$ cat config.mk
export PLATFORM = sky130hd
export DESIGN_NAME = issue_top
export DESIGN_NICKNAME = d
export VERILOG_FILES = /design/src/source/issue_ctrl_pkg.sv /design/src/source/issue_inst_pkg.sv /design/src/source/issue_top.sv /design/src/source/issue_ctrl.sv /design/src/source/rr_dispatch_arbiter.sv /design/src/source/wait_buffer.sv /design/src/source/credit_counter.sv
export VERILOG_INCLUDE_DIRS = /design/src /design/src/source
export SDC_FILE = /design/constraint.sdc
export NUM_CORES = 1
export LEC_CHECK = 0
export ABC_AREA = 1
export BUFFER_PORTS_ARGS = -buffer_cell sky130_fd_sc_hd__buf_4
export CAP_MARGIN = 20
export CORE_UTILIZATION = 55
export CTS_CLUSTER_DIAMETER = 100
export DETAILED_ROUTE_END_ITERATION = 8
export GPL_TIMING_DRIVEN = 0
export PLACE_DENSITY = 0.83
export SKIP_CTS_REPAIR_TIMING = 1
export SLEW_MARGIN = 0
export SYNTH_ARGS = -nofsm -noshare
export SYNTH_HDL_FRONTEND = slang
export SYNTH_HIERARCHICAL = 1
export SYNTH_SLANG_ARGS = --single-unit
$ cat constraint.sdc
create_clock -name clk_i -period 5.55 [get_ports clk_i]
set_clock_uncertainty 0.2 [all_clocks]
set_input_delay 0.555 -clock clk_i [delete_from_list [all_inputs] [get_ports clk_i]]
set_output_delay 0.555 -clock clk_i [all_outputs]
set_load 0.02 [all_outputs]
$ cat src/source/issue_settings.svh
// ################################################
// Sizes and widths of the issue stage
// Buffer depth, field widths and operand count
// ################################################

`ifndef ISSUE_SETTINGS_SVH
`define ISSUE_SETTINGS_SVH

// Wait buffer depth, also the number of fetch credits
`define ISSUE_ENTRIES 4
`define ISSUE_IDX_W 2

// Instruction field widths
`define ISSUE_PC_W 32
`define ISSUE_WARP_W 8
`define ISSUE_REG_W 6
`define ISSUE_TAG_W 3

// Source operands per instruction
`define ISSUE_OPERANDS 2

`endif
$ cat src/source/issue_ctrl_pkg.sv
// ################################################
// Control types of the issue stage
// State encoding and wait buffer status vectors
// ################################################

`include "issue_settings.svh"

package issue_ctrl_pkg;

    // Issue state, one init cycle then run
    typedef enum logic {
        ISSUE_INIT,
        ISSUE_RUN
    } issue_state_e;

    // Per-entry occupancy and dispatch readiness
    typedef struct packed {
        logic [`ISSUE_ENTRIES-1:0] valid;
        // Valid and all operands ready
        logic [`ISSUE_ENTRIES-1:0] ready;
    } wb_status_t;

endpackage

$ cat src/source/issue_inst_pkg.sv
// ################################################
// Instruction types of the issue stage
// Opcode classes, decoded, buffered and dispatched forms
// ################################################

`include "issue_settings.svh"

package issue_inst_pkg;

    typedef logic [`ISSUE_PC_W-1:0] pc_t;
    typedef logic [`ISSUE_WARP_W-1:0] act_mask_t;
    typedef logic [`ISSUE_TAG_W-1:0] tag_t;
    typedef logic [`ISSUE_REG_W-1:0] reg_idx_t;

    // Execution unit class
    typedef enum logic [2:0] {
        OP_ALU,
        OP_MUL,
        OP_LOAD,
        OP_STORE,
        OP_BRANCH
    } opcode_e;

    // Instruction as delivered by the decoder
    typedef struct packed {
        opcode_e                              opcode;
        pc_t                                  pc;
        act_mask_t                            act_mask;
        tag_t                                 tag;
        reg_idx_t                             dst_reg;
        logic [`ISSUE_OPERANDS-1:0]           operands_ready;
        tag_t [`ISSUE_OPERANDS-1:0]           operand_tags;
        reg_idx_t [`ISSUE_OPERANDS-1:0]       operands;
    } dec_inst_t;

    // One slot of the wait buffer
    typedef struct packed {
        logic      valid;
        dec_inst_t inst;
    } wb_entry_t;

    // Instruction handed to the operand collector
    typedef struct packed {
        opcode_e                        opcode;
        pc_t                            pc;
        act_mask_t                      act_mask;
        tag_t                           tag;
        reg_idx_t                       dst_reg;
        reg_idx_t [`ISSUE_OPERANDS-1:0] operands;
    } disp_inst_t;

endpackage

$ cat src/source/issue_top.sv
// ################################################
// Issue stage top level
// Control, credits, wait buffer and arbiter
// ################################################

`include "issue_settings.svh"

module issue_top
    import issue_inst_pkg::*;
    import issue_ctrl_pkg::*;
(
    input  logic       clk_i,
    input  logic       reset_i,
    // Fetcher
    input  logic       fetch_req_i,
    output logic       fetch_grant_o,
    // Decoder
    input  logic       dec_valid_i,
    input  dec_inst_t  dec_inst_i,
    // Operand collector
    input  logic       opc_ready_i,
    output logic       disp_valid_o,
    output disp_inst_t disp_inst_o,
    // Execution units
    input  logic       eu_valid_i,
    input  tag_t       eu_tag_i
);

    logic                           credit_left;
    logic                           dispatch_fire;
    logic [`ISSUE_ENTRIES-1:0]      arb_grant;
    wb_status_t                     wb_status;
    wb_entry_t [`ISSUE_ENTRIES-1:0] wb_entries;

    issue_ctrl u_ctrl (
        .clk_i           (clk_i),
        .reset_i         (reset_i),
        .fetch_req_i     (fetch_req_i),
        .credit_left_i   (credit_left),
        .opc_ready_i     (opc_ready_i),
        .status_i        (wb_status),
        .state_o         (),
        .fetch_grant_o   (fetch_grant_o),
        .disp_valid_o    (disp_valid_o),
        .dispatch_fire_o (dispatch_fire)
    );

    // Taken per grant, returned per dispatch
    credit_counter u_credits (
        .clk_i         (clk_i),
        .reset_i       (reset_i),
        .take_i        (fetch_grant_o),
        .give_i        (dispatch_fire),
        .credit_left_o (credit_left)
    );

    wait_buffer u_buffer (
        .clk_i           (clk_i),
        .reset_i         (reset_i),
        .dec_valid_i     (dec_valid_i),
        .dec_inst_i      (dec_inst_i),
        .eu_valid_i      (eu_valid_i),
        .eu_tag_i        (eu_tag_i),
        .grant_i         (arb_grant),
        .dispatch_fire_i (dispatch_fire),
        .entries_o       (wb_entries),
        .status_o        (wb_status)
    );

    rr_dispatch_arbiter u_arbiter (
        .clk_i           (clk_i),
        .reset_i         (reset_i),
        .status_i        (wb_status),
        .entries_i       (wb_entries),
        .dispatch_fire_i (dispatch_fire),
        .grant_o         (arb_grant),
        .disp_inst_o     (disp_inst_o)
    );

endmodule

$ cat src/source/issue_ctrl.sv
// ################################################
// Issue control FSM
// Fetch grant and dispatch fire
// ################################################

module issue_ctrl
    import issue_ctrl_pkg::*;
(
    input  logic         clk_i,
    input  logic         reset_i,
    // Fetcher request level
    input  logic         fetch_req_i,
    // Credit counter has a free slot
    input  logic         credit_left_i,
    // Operand collector can take an instruction
    input  logic         opc_ready_i,
    input  wb_status_t   status_i,
    output issue_state_e state_o,
    output logic         fetch_grant_o,
    output logic         disp_valid_o,
    output logic         dispatch_fire_o
);

    issue_state_e state_q, state_d;

    // ################################################
    // State machine
    // ################################################

    // Init lasts one cycle after reset, run is permanent
    always_comb begin
        state_d = state_q;
        case (state_q)
            ISSUE_INIT: state_d = ISSUE_RUN;
            ISSUE_RUN:  state_d = ISSUE_RUN;
            default:    state_d = ISSUE_INIT;
        endcase
    end

    always_ff @(posedge clk_i) begin
        if (reset_i) begin
            state_q <= ISSUE_INIT;
        end else begin
            state_q <= state_d;
        end
    end

    assign state_o = state_q;

    // ################################################
    // Handshakes
    // ################################################

    // Grant only with a credit in hand
    assign fetch_grant_o = (state_q == ISSUE_RUN) && fetch_req_i && credit_left_i;

    // Any entry with all operands ready
    assign disp_valid_o = (state_q == ISSUE_RUN) && (|status_i.ready);

    // Entry leaves and credit returns on this
    assign dispatch_fire_o = disp_valid_o && opc_ready_i;

endmodule

$ cat src/source/rr_dispatch_arbiter.sv
// ################################################
// Round-robin selection of a ready entry
// ################################################

`include "issue_settings.svh"

module rr_dispatch_arbiter
    import issue_inst_pkg::*;
    import issue_ctrl_pkg::*;
(
    input  logic                           clk_i,
    input  logic                           reset_i,
    input  wb_status_t                     status_i,
    input  wb_entry_t [`ISSUE_ENTRIES-1:0] entries_i,
    input  logic                           dispatch_fire_i,
    // One-hot, zero when nothing is ready
    output logic [`ISSUE_ENTRIES-1:0]      grant_o,
    output disp_inst_t                     disp_inst_o
);

    localparam int IDX_W = `ISSUE_IDX_W;

    logic [IDX_W-1:0] ptr_q;
    logic [IDX_W-1:0] sel_idx;
    logic             sel_found;

    // First ready entry at or after the pointer, wrapping around
    always_comb begin
        logic [IDX_W-1:0] idx;
        sel_found = 1'b0;
        sel_idx   = '0;
        for (int k = 0; k < `ISSUE_ENTRIES; k++) begin
            idx = ptr_q + IDX_W'(k);
            if (!sel_found && status_i.ready[idx]) begin
                sel_found = 1'b1;
                sel_idx   = idx;
            end
        end
    end

    always_comb begin
        grant_o = '0;
        if (sel_found) begin
            grant_o[sel_idx] = 1'b1;
        end
    end

    // Chosen entry reshaped for the operand collector
    assign disp_inst_o.opcode   = entries_i[sel_idx].inst.opcode;
    assign disp_inst_o.pc       = entries_i[sel_idx].inst.pc;
    assign disp_inst_o.act_mask = entries_i[sel_idx].inst.act_mask;
    assign disp_inst_o.tag      = entries_i[sel_idx].inst.tag;
    assign disp_inst_o.dst_reg  = entries_i[sel_idx].inst.dst_reg;
    assign disp_inst_o.operands = entries_i[sel_idx].inst.operands;

    // Winner gets lowest priority next time
    always_ff @(posedge clk_i) begin
        if (reset_i) begin
            ptr_q <= '0;
        end else if (dispatch_fire_i) begin
            ptr_q <= sel_idx + 1'b1;
        end
    end

endmodule

$ cat src/source/wait_buffer.sv
// ################################################
// Wait buffer for decoded instructions
// Insertion, operand wake-up and removal on dispatch
// ################################################

`include "issue_settings.svh"

module wait_buffer
    import issue_inst_pkg::*;
    import issue_ctrl_pkg::*;
(
    input  logic                          clk_i,
    input  logic                          reset_i,
    // From decoder
    input  logic                          dec_valid_i,
    input  dec_inst_t                     dec_inst_i,
    // From execution units
    input  logic                          eu_valid_i,
    input  tag_t                          eu_tag_i,
    // From arbiter and control
    input  logic [`ISSUE_ENTRIES-1:0]     grant_i,
    input  logic                          dispatch_fire_i,
    // Buffer contents and summary
    output wb_entry_t [`ISSUE_ENTRIES-1:0] entries_o,
    output wb_status_t                    status_o
);

    localparam int IDX_W = `ISSUE_IDX_W;

    // ################################################
    // State
    // ################################################

    logic [`ISSUE_ENTRIES-1:0]      valid_q, valid_d;
    dec_inst_t [`ISSUE_ENTRIES-1:0] inst_q, inst_d;

    logic             ins_found;
    logic [IDX_W-1:0] ins_idx;

    // ################################################
    // Next state
    // ################################################

    // Lowest free slot, searched from the top down
    always_comb begin
        ins_found = 1'b0;
        ins_idx   = '0;
        for (int i = `ISSUE_ENTRIES - 1; i >= 0; i--) begin
            if (!valid_q[i]) begin
                ins_found = 1'b1;
                ins_idx   = IDX_W'(i);
            end
        end
    end

    always_comb begin
        valid_d = valid_q;
        inst_d  = inst_q;
        for (int i = 0; i < `ISSUE_ENTRIES; i++) begin
            // Granted entry leaves on a fire
            if (dispatch_fire_i && grant_i[i]) begin
                valid_d[i] = 1'b0;
            end
            // Result tag wakes up matching operands
            if (eu_valid_i && valid_q[i]) begin
                for (int op = 0; op < `ISSUE_OPERANDS; op++) begin
                    if (!inst_q[i].operands_ready[op]
                            && inst_q[i].operand_tags[op] == eu_tag_i) begin
                        inst_d[i].operands_ready[op] = 1'b1;
                    end
                end
            end
            // New instruction, slot guaranteed by the credits
            if (dec_valid_i && ins_found && ins_idx == IDX_W'(i)) begin
                valid_d[i] = 1'b1;
                inst_d[i]  = dec_inst_i;
            end
        end
    end

    always_ff @(posedge clk_i) begin
        if (reset_i) begin
            valid_q <= '0;
        end else begin
            valid_q <= valid_d;
        end
    end

    // Payload only matters while valid
    always_ff @(posedge clk_i) begin
        inst_q <= inst_d;
    end

    // ################################################
    // Outputs
    // ################################################

    always_comb begin
        status_o.valid = valid_q;
        for (int i = 0; i < `ISSUE_ENTRIES; i++) begin
            status_o.ready[i]  = valid_q[i] && (&inst_q[i].operands_ready);
            entries_o[i].valid = valid_q[i];
            entries_o[i].inst  = inst_q[i];
        end
    end

endmodule

$ cat src/source/credit_counter.sv
// ################################################
// Fetch credit counter
// ################################################

`include "issue_settings.svh"

module credit_counter (
    input  logic clk_i,
    input  logic reset_i,
    // Credit consumed by a fetch grant
    input  logic take_i,
    // Credit returned by a dispatch
    input  logic give_i,
    output logic credit_left_o
);

    // One extra bit so the full count fits
    localparam int CNT_W = `ISSUE_IDX_W + 1;
    localparam logic [CNT_W-1:0] CNT_FULL = CNT_W'(`ISSUE_ENTRIES);

    logic [CNT_W-1:0] count_q;

    // Take and give together cancel out
    always_ff @(posedge clk_i) begin
        if (reset_i) begin
            count_q <= CNT_FULL;
        end else if (take_i && !give_i && count_q != '0) begin
            count_q <= count_q - 1'b1;
        end else if (give_i && !take_i && count_q != CNT_FULL) begin
            count_q <= count_q + 1'b1;
        end
    end

    // At least one free slot not yet promised to the fetcher
    assign credit_left_o = (count_q != '0);

endmodule

* After elaboration in Yosys (flattened, before gate mapping)
Cells that the tools add are included.
** Cells by class
- $add $sub $neg :: 6
- Multiply operators :: 0
- Div/mod/pow operators :: 0
- Order comparisons :: 6
- Equality and inequality tests :: 12
- Shifts and indexed selects :: 0
- Muxes and demuxes :: 56
- Bitwise gates (word level) :: 0
- Reductions and logical operators :: 82
** Operator list (count)
- 73-bit binary-select mux with 2-bit select :: 1
- 20-bit two-way mux :: 4
- 72-bit two-way mux :: 1
- 1-bit logical AND :: 37
- 2-bit nonzero test :: 17
- 1-bit two-way mux :: 30
- 3-bit == test :: 8
- 2-bit two-way mux :: 12
- 2-bit AND reduction :: 12
- 2-bit by 3-bit < comparator with 1-bit output, second input constant :: 5
- 1-bit logical NOT :: 13
- 1-bit binary-select mux with 2-bit select :: 4
- 3-bit two-way mux :: 2
- 2-bit by 1-bit adder with 2-bit output, second input constant :: 2
- 2-bit adder, second input constant :: 2
- 2-bit == test, second input constant :: 2
- 4-bit two-way mux :: 1
- 4-bit OR reduction :: 1
- 3-bit by 1-bit adder with 3-bit output, second input constant :: 1
- 3-bit != test, second input constant :: 1
- 3-bit nonzero test :: 1
- 3-bit by 1-bit subtractor with 3-bit output, second input constant :: 1
- 1-bit demux with 2-bit select :: 1
- 2-bit by 1-bit == test with 1-bit output, second input constant :: 1
- 2 further kinds :: 2
** Word-level totals
- Register bits after elaboration :: 298
- Bits in latches :: 0
- RAM bits :: 0
- ROM bits :: 0
- Input bits :: 81
- Output and inout bits :: 66
- Logic and storage cells :: 213
- Memories kept :: 0

* Depth between registers and ports, before layout
Gate-level depths: netlist of the first run.
- Word-level depth :: 22
- Depth in mapped cells :: 20

* Cells and area by module
Netlist of the first run, hierarchy kept.
** Modules (own cells, without submodules)
- wait_buffer :: times used 1, cells each 455, area each 9486.6 µm², sequential area each 8728.4 µm²
- rr_dispatch_arbiter :: times used 1, cells each 567, area each 2458.6 µm², sequential area each 40.0 µm²
- credit_counter :: times used 1, cells each 33, area each 217.7 µm², sequential area each 60.1 µm²
- issue_ctrl :: times used 1, cells each 10, area each 56.3 µm², sequential area each 20.0 µm²

* Least setup slack after synthesis of the first run
No wires, ideal clock.
- Kind :: register to output
- Start point :: register u_buffer.valid_q[0]
- End point :: output disp_inst_o[10] (netlist name)
- Arrival :: 2.067 ns
- Data required time :: 4.795 ns
- Setup slack :: 2.728 ns
- Cell stages (with the launch flop) :: 15
- Buffers on the path :: 2
- Cell sequence :: dfxtp_1 > buf_6 > inv_1 > nor3_1 > inv_1 > nand2_1 > nand3_2 > nand2_1 > nor2_2 > nand3_1 > nand3_2 > nor2_4 > buf_2 > nand2_1 > nand3_1
** RTL lines
- start, declared :: RTL line wait_buffer.sv:34 : logic [`ISSUE_ENTRIES-1:0] valid_q, valid_d;
- start signal, assigned :: RTL line wait_buffer.sv:85 : valid_q <= valid_d;
- end, declared :: RTL line issue_top.sv:23 : output disp_inst_t disp_inst_o,

==> reports/results.ini, run 1 <==
[outcome]
outcome=complete, no violations

[critical_path]
worstSetupStartpoint=u_buffer/valid_q[0]
timing.rr.start=u_buffer/valid_q[0]
crit_path_end=disp_inst_o[47]
worst_r2r_path_depth=19
worstSetupEndpointType=output port
arrival_ps=3350
rr_endpoint=u_buffer/valid_q[0]
required_ps=4800
r2r_slack_ps=2510
path_class=reg -> out
critPathLaunchType=flip-flop
path_max_fanout=10

[floorplan]
die_area_mm2=0.0228
core-area_mm2=0.0218
initial_core_util_pct=56.0
ios=147
core.rowCount=54
die_h_um=151
fp.dieW_um=151

[sta]
clock.fmax_mhz=244
rsz0062_at_grt=false
setup-violations-final=0
worst_pin_slew_ps=707
drv_slew=0
timing.final.crit_period_ps=4100
tns_ps=0
hold_ws_ps=23.1
hold_violations=0
period_share_pct=73.9
slew_headroom_pct=52.7

[grt]
grt_pass1_vias=8248
grt_pass1_wl_um=40900
grt_max_degree=45
grt_overflow=0
antenna_found_initial=0
track_usage_pct=23.7

[clocking]
clk_pin_slew_ps=60
numCtsBuffers=29
cts_tree=yes
clockBufferDepth=3
clock_sinks=298
clock_latency_ps=530
root_buffer=clkbuf_16
cts.htree.levels=1

[route]
viasPerCell=5.27
wl_um=26500
vias=8124
drt_iter0_drc=629
first_pass_iters=5
wl_per_cell_um=17.2
drc=0
ant_nets=0

[power]
totalPowerFinal_mw=5.11
vdd_ir_drop_max_mv=0.261
p_per_area_mw_per_mm2=350
p_leak_nw=5.96

[cells_and_area]
syn2layout_area_growth_pct=19.9
layout.nets=1323
layout-drive-gt1-share_pct=21.8
antenna_cells=0

[worst_hold_path]
holdPathStages=1
min_path_type=in -> reg

[synth]
synthCells=1061
syn_area_per_cell_um2=11.5
synth_warnings=6
syn_area_mm2=0.0122
synth_fp_nets=1143

[place]
port_buffers=145
place.detailed.hpwl_um=16900
gp_congestion=0.862

[run]
drv_cap=0

==> critical path: stages, from the launching register on <==
cell	delay, ps
dfxtp_1	330
buf_6	130
inv_1	50
nor3_1	380
inv_1	110
nand2_1	140
nand3_2	100
nand2_1	140
nor2_2	70
nand3_1	80
nand3_2	250
nor2_4	310
buf_2	340
nand2_1	110
nand3_1	120
buf_4	150
==> final cells by class <==
class | count | area [um2]
buffer | 37 | 270
clock buffer | 34 | 744
clock inverter | 17 | 129
fill | 1520 | 7140
inverter | 56 | 221
multi-input combinational | 670 | 2860
sequential | 298 | 8850
tap | 280 | 350
timing repair buffer | 149 | 1190
==> worst min-delay path by stage <==
stage / startpoint / end
after floorplan: u_buffer/valid_q[3] / u_buffer/valid_q[3]
after global placement: u_buffer/valid_q[3] / u_buffer/valid_q[3]
final: dec_inst_i[14] / u_buffer/entries_o[233]
after CTS: dec_inst_i[57] / u_buffer/entries_o[276]
after global routing: dec_inst_i[57] / u_buffer/entries_o[276]
after detailed placement: u_credits/count_q[1] / u_credits/count_q[1]
==> metrics by stage <==
step / utilization [%] / cell area, um2 / setup slack (ps) / std cells
finish: 67.2 / 14600 / 1450 / 1541
global route: 67.2 / 14600 / 1240 / 1541
CTS: 67.2 / 14600 / 1450 / 1541
detailed placement: 63.2 / 13700 / 2030 / 1490
global placement: 62.6 / 13600 / 1700 / 1486
floorplan: - / 12200 / 2750 / 1061
==> layout by cell type, fill, tap and decap left out, types with 2 or more instances in the layout <==
cell / instances
o21ai_1: 6
buf_1: 3
inv_2: 9
inv_1: 42
nand2_1: 490
dfxtp_1: 10
inv_4: 4
clkbuf_16: 29
buf_16: 3
buf_4: 153
nor2_4: 2
a21oi_1: 6
xor2_1: 3
xnor2_1: 6
nand3_2: 5
nand2_2: 25
nor3_1: 2
clkinv_1: 7
bufinv_16: 2
nor2_2: 7
nand3_1: 85
buf_6: 10
nor2_1: 24
buf_2: 12
edfxtp_1: 288
clkinv_2: 8
clkbuf_1: 8
==> report_power, final <==
part           leakage (nW)  switching (mW)  total [mW]  internal, mW
Sequential             2.73          0.0198        2.56          2.54
Combinational          2.80           0.472       0.746         0.274
Clock                 0.430           0.759        1.80          1.04
==> state kept, by name, indices dropped and copies added (netlist names) <==
register / count
u_arbiter/ptr_q: 2
u_buffer/entries_o: 288
u_buffer/valid_q: 4
u_credits/count_q: 3
u_ctrl/state_o: 1
==> metal layers <==
metal / vias to the layer above / routed length, um / global-route usage [%] / share of wire (%)
li1: 3891 / - / - / -
met1: 3867 / 10200 / 28.5 / 38
met2: 308 / 13500 / 41.4 / 51
met3: 58 / 2040 / 5.45 / 7.7
met4: 0 / 827 / 8.80 / 3.1
met5: - / 0 / 0 / 0
Note: power is estimated with default switching activity, not from simulation.
==> run 2, diff against run 1 <==
==> constraint.sdc (replaced) <==
create_clock -name clk_i -period 3.8 [get_ports clk_i]
set_clock_uncertainty 0.2 [all_clocks]
set_input_delay 0.38 -clock clk_i [delete_from_list [all_inputs] [get_ports clk_i]]
set_output_delay 0.38 -clock clk_i [all_outputs]
set_load 0.02 [all_outputs]
==> run 2 against run 1 <==
- global-route usage stayed put
- critical path type unchanged
- highest routed layer unchanged
- via count grew 4.4%
- routed wire length grew 4.0%
- power increased by 48%
- largest cell class unchanged
- clock power rose by 47%
- largest power group unchanged
==> reports/results.ini, run 2 (synthesis results as in run 1) <==
[critical_path]
slowest_delay_ps=330
path_max_fanout=10
r2r_slack_ps=1040
path_class=reg -> out
critPathLaunchType=flip-flop
rr_endpoint=u_buffer/valid_q[0]
crit_buf_inv=6
path_cells=buf_6 -> inv_1 -> nor3_4 -> inv_1 -> nand2_1 -> nand3_2 -> a31oi_2 -> nand2_1 -> nor2_2 -> nand2_1 -> clkinv_2 -> buf_4 -> nand2_1 -> nand3_1 -> buf_4
required_ps=3220
cp_common_cell=nand2_1
cp_top_family=simple AND/OR/NAND/NOR gates
arrival_ps=3020
cpMaxStageDelayCell=dfxtp_1
worstSetupEndpointType=output port
timing.rr.start=u_buffer/valid_q[0]
worst_r2r_path_depth=17

[sta]
clock.fmax_mhz=278
worst_pin_slew_ps=703
rsz0062_at_grt=true
timing.final.crit_period_ps=3600
hold_violations=0
setup-violations-final=0
slew_headroom_pct=52.9
drv_slew=0
setup_slack_ps=197
period_share_pct=94.8

[power]
totalPowerFinal_mw=7.56
switching_share_pct=24.7
p_per_area_mw_per_mm2=491
p_int_mw=5.69
switchingPower_mw=1.87
vdd_ir_drop_max_mv=0.393
seqPwrFrac_pct=49.5
p_comb_share_pct=15.5
clockPowerShare_pct=35.0
p_leak_nw=6.30

[clocking]
clockBufferDepth=3
root_buffer=clkbuf_16
cts_tree=yes
clock_latency_ps=530
clk_pin_slew_ps=60
numCtsBuffers=29
clock_sinks=298
cts.htree.levels=1

[place]
preCtsSetupSlack_ps=456
placed_cell_area_mm2=0.0137
port_buffers=145
gp_congestion=0.862
place.detailed.hpwl_um=16900

[route]
drt_iter0_drc=675
viasPerCell=5.26
drc=0
ant_nets=0
wl_per_cell_um=17.1
first_pass_iters=5
vias=8482
wl_um=27600

[floorplan]
die_h_um=151
core-area_mm2=0.0218
core.rowCount=54
fp.dieW_um=151
die_area_mm2=0.0228
ios=147
initial_core_util_pct=56.0

[grt]
grt_pass1_vias=8248
grt_overflow=0
grt_max_degree=45
antenna_found_initial=0
track_usage_pct=23.7
grt_pass1_wl_um=40900

[cells_and_area]
multiInputGateArea_mm2=0.00289
fin_area_mm2=0.0154
largest_register_ffs=288
nFillCells=1400
seq_area_mm2=0.00885
mostFrequentLayoutCells=nand2_1, edfxtp_1, buf_4
layout-drive-gt1-share_pct=21.0
syn2layout_area_growth_pct=26.3
final_common_cell=nand2_1
finish.utilization_pct=70.8
layout.nets=1396
antenna_cells=0

[worst_hold_path]
worstHoldStart=dec_inst_i[18]
min_path_type=in -> reg
holdPathStages=3
holdPathEnd=u_buffer/entries_o[237]

[run]
drv_cap=0

[outcome]
outcome=complete, no violations

## run 2: changes by cell type in the layout (fill, tap and decap cells not counted), sizes merged
| cell | before | now |
|---|---|---|
| dlygate4sd3 | 0 | 72 |
| clkbuf | 37 | 42 |
| buf | 183 | 179 |
## run 2: worst max-delay path by stage
| stage | startpoint | endpoint | slack (ps) | cells past startpoint |
|---|---|---|---|---|
| 3_5_place_dp | u_buffer/valid_q[0] | disp_inst_o[28] | 460 | 15 |
| 3_3_place_gp | dec_valid_i | u_buffer/entries_o[84] | 130 | 3 |
| 5_1_grt | u_buffer/valid_q[0] | disp_inst_o[32] | -40 | 17 |
| 6_report | u_buffer/valid_q[0] | disp_inst_o[33] | 200 | 15 |
| 2_1_floorplan | u_buffer/valid_q[0] | disp_inst_o[10] | 1180 | 14 |
| 4_1_cts | u_buffer/valid_q[0] | disp_inst_o[47] | -130 | 15 |
## run 2: power groups by stage
stage | Combinational (mW) | Clock [mW] | Sequential, mW
6_report | 1.17 | 2.65 | 3.74
5_1_grt | 1.27 | 2.81 | 3.75
2_1_floorplan | 0.614 | 0 | 3.81
3_3_place_gp | 1.05 | 0 | 3.82
3_5_place_dp | 1.09 | 0 | 3.81
4_1_cts | 1.09 | 2.67 | 3.74
## run 2: cell type report
class | instances | area share, %
plain buffers | 37 | 1.89
multi-input cells | 670 | 18.8
repair buffers | 222 | 12.5
well taps | 280 | 2.28
flip-flops and latches | 298 | 57.5
inverters | 56 | 1.44
clock inverters | 17 | 0.837
clock buffers | 34 | 4.84
## run 2: per-layer routing
layer	global-route usage [%]	vias up	wire (um)	share of wire, %
li1	-	4040	-	-
met1	28.5	4049	10700	39
met2	41.4	330	14100	51
met3	5.45	63	2010	7.3
met4	8.80	0	784	2.8
met5	0	-	0	0
## run 2: through the flow
stage	cells	TNS, ps	hold slack, ps
after floorplan	1061	0	237
final	1614	0	1.41
after detailed placement	1490	0	302
after CTS	1541	-2550	-161
after global placement	1486	0	300
after global routing	1614	-92.7	22.8
## run 2: worst register-to-register path: cells and delay by family (launching register included)
kind / cells / cell delay [ps]
flip-flops: 1 / 330
AO/OA/AOI/OAI: 2 / 300
buffers and inverters: 6 / 720
AND/OR/NAND/NOR: 9 / 1100
==> run 3, diff against run 2 <==
--- a/config.mk
+++ b/config.mk
@@ -9,11 +9,12 @@
 export ABC_AREA = 1
 export BUFFER_PORTS_ARGS = -buffer_cell sky130_fd_sc_hd__buf_4
 export CAP_MARGIN = 20
-export CORE_UTILIZATION = 55
+export CORE_UTILIZATION = 58
 export CTS_CLUSTER_DIAMETER = 100
 export DETAILED_ROUTE_END_ITERATION = 8
 export GPL_TIMING_DRIVEN = 0
-export PLACE_DENSITY = 0.83
+export PLACE_DENSITY = 0.87
+export RECOVER_POWER = 25
 export SKIP_CTS_REPAIR_TIMING = 1
 export SLEW_MARGIN = 0
 export SYNTH_ARGS = -nofsm -noshare
==> run 3 against run 2 <==
- sequential cell count unchanged
- die area decreased by 5.1%
- global-route usage increased by 0.54 points
- worst hold slack improved by 110 ps
- non-clock buffer count increased by 1
- core utilization increased by 3.7 points
- sequential share of layout area increased by 0.72 points
- critical path depth unchanged
- design area decreased by 1.3%
- routed wire length increased by 1.2%
- sequential power about the same
- critical path type unchanged
==> reports/results.ini, run 3 (synthesis results as in run 1) <==
[critical_path]
path_class=reg -> out
rr_endpoint=u_buffer/valid_q[0]
worstSetupStartpoint=u_buffer/valid_q[0]
worst_r2r_path_depth=17
required_ps=3220
path_max_fanout=10
arrival_ps=3130
worstSetupEndpointType=output port
timing.rr.start=u_buffer/valid_q[0]
critPathLaunchType=flip-flop
r2r_slack_ps=970

[route]
first_pass_iters=5
vias=8480
drt_iter0_drc=732
viasPerCell=5.29
ant_nets=0
wl_per_cell_um=17.4
drc=0
wl_um=27900

[place]
placed_cell_area_mm2=0.0137
preCtsSetupSlack_ps=470
place.detailed.hpwl_um=16300
port_buffers=145
dp.cells=1480
gp_congestion=0.845

[clocking]
clock_latency_ps=530
cts.htree.levels=1
clock_sinks=298
clockBufferDepth=3
cts_tree=yes
clk_pin_slew_ps=60
root_buffer=clkbuf_16
numCtsBuffers=28

[sta]
hold_ws_ps=107
drv_slew=0
tns_ps=0
setup_slack_ps=86.9
rsz0062_at_grt=true
hold_violations=0
timing.final.crit_period_ps=3710
clock.fmax_mhz=269
setup-violations-final=0
period_share_pct=97.7
worst_pin_slew_ps=668
slew_headroom_pct=55.3

[cells_and_area]
fin_area_mm2=0.0152
stdcell_count=1602
mostFrequentLayoutCells=nand2_1, edfxtp_1, buf_4
finish.utilization_pct=74.4
antenna_cells=0
layout.nets=1396
final_common_cell=nand2_1
layout-drive-gt1-share_pct=17.7
syn2layout_area_growth_pct=24.7
largest_register_ffs=288
nFillCells=1291

[grt]
grt_overflow=0
antenna_found_initial=0
track_usage_pct=24.2
grt_max_degree=51
grt_pass1_vias=7880
grt_pass1_wl_um=40000

[floorplan]
core-area_mm2=0.0204
core.rowCount=52
fp.dieW_um=147
die_h_um=147
ios=147
initial_core_util_pct=59.7
die_area_mm2=0.0216

[power]
p_per_area_mw_per_mm2=491
p_leak_nw=6.13
totalPowerFinal_mw=7.46
vdd_ir_drop_max_mv=0.507

[outcome]
outcome=complete, no violations

[worst_hold_path]
holdPathStages=3
worstHoldStart=dec_valid_i
min_path_type=in -> reg
holdPathEnd=u_buffer/valid_q[1]

[run]
drv_cap=0

[run 3: cell types whose count changed in the layout (fill, tap and decap cells not counted), moves of 2 or more]
| cell | delta |
|---|---|
| clkbuf_1 | +45 |
| clkbuf_4 | +2 |
| buf_4 | -42 |
| clkinv_1 | -4 |
[run 3: critical path, cell delays in order, from the launching register on]
cell and delay, ps:
dfxtp_1 330, buf_6 140, inv_1 90, nor3_4 250
inv_1 90, nand2_1 130, nand3_2 100, a31oi_2 250
nand2_1 110, nor2_2 180, nand2_1 150, inv_4 140
buf_4 230, nand2_1 120, nand3_1 150, buf_4 160
[run 3: worst max-delay path by stage]
stage / slack [ps] / cells past startpoint / to
final: 90 / 15 / disp_inst_o[31]
after global routing: -90 / 15 / disp_inst_o[31]
after CTS: -120 / 15 / disp_inst_o[5]
after detailed placement: 470 / 15 / disp_inst_o[5]
after global placement: 130 / 3 / u_buffer/entries_o[84]
after floorplan: 1180 / 14 / disp_inst_o[10]
[run 3: layout make-up]
cell class,count,area [um2],share of cell area [%]
multi-input combinational,670,2890,19.0
clock inverter,11,76.3,0.502
sequential,298,8850,58.2
inverter,56,223,1.47
timing repair buffer,223,1780,11.7
clock buffer,37,756,4.97
tap,270,338,2.22
buffer,37,289,1.90
[run 3: metal layers]
layer / track usage [%] / vias up / wire [um]
met5: 0 / - / 0
met2: 42.7 / 362 / 14300
met3: 5.00 / 56 / 2150
met1: 29.9 / 4018 / 10900
met4: 7.84 / 0 / 627
li1: - / 4044 / -
[run 3: power breakdown]
group / switching (mW) / internal, mW / leakage, nW
logic: 0.711 / 0.441 / 2.99
clock network: 1.11 / 1.45 / 0.413
registers: 0.0299 / 3.71 / 2.73
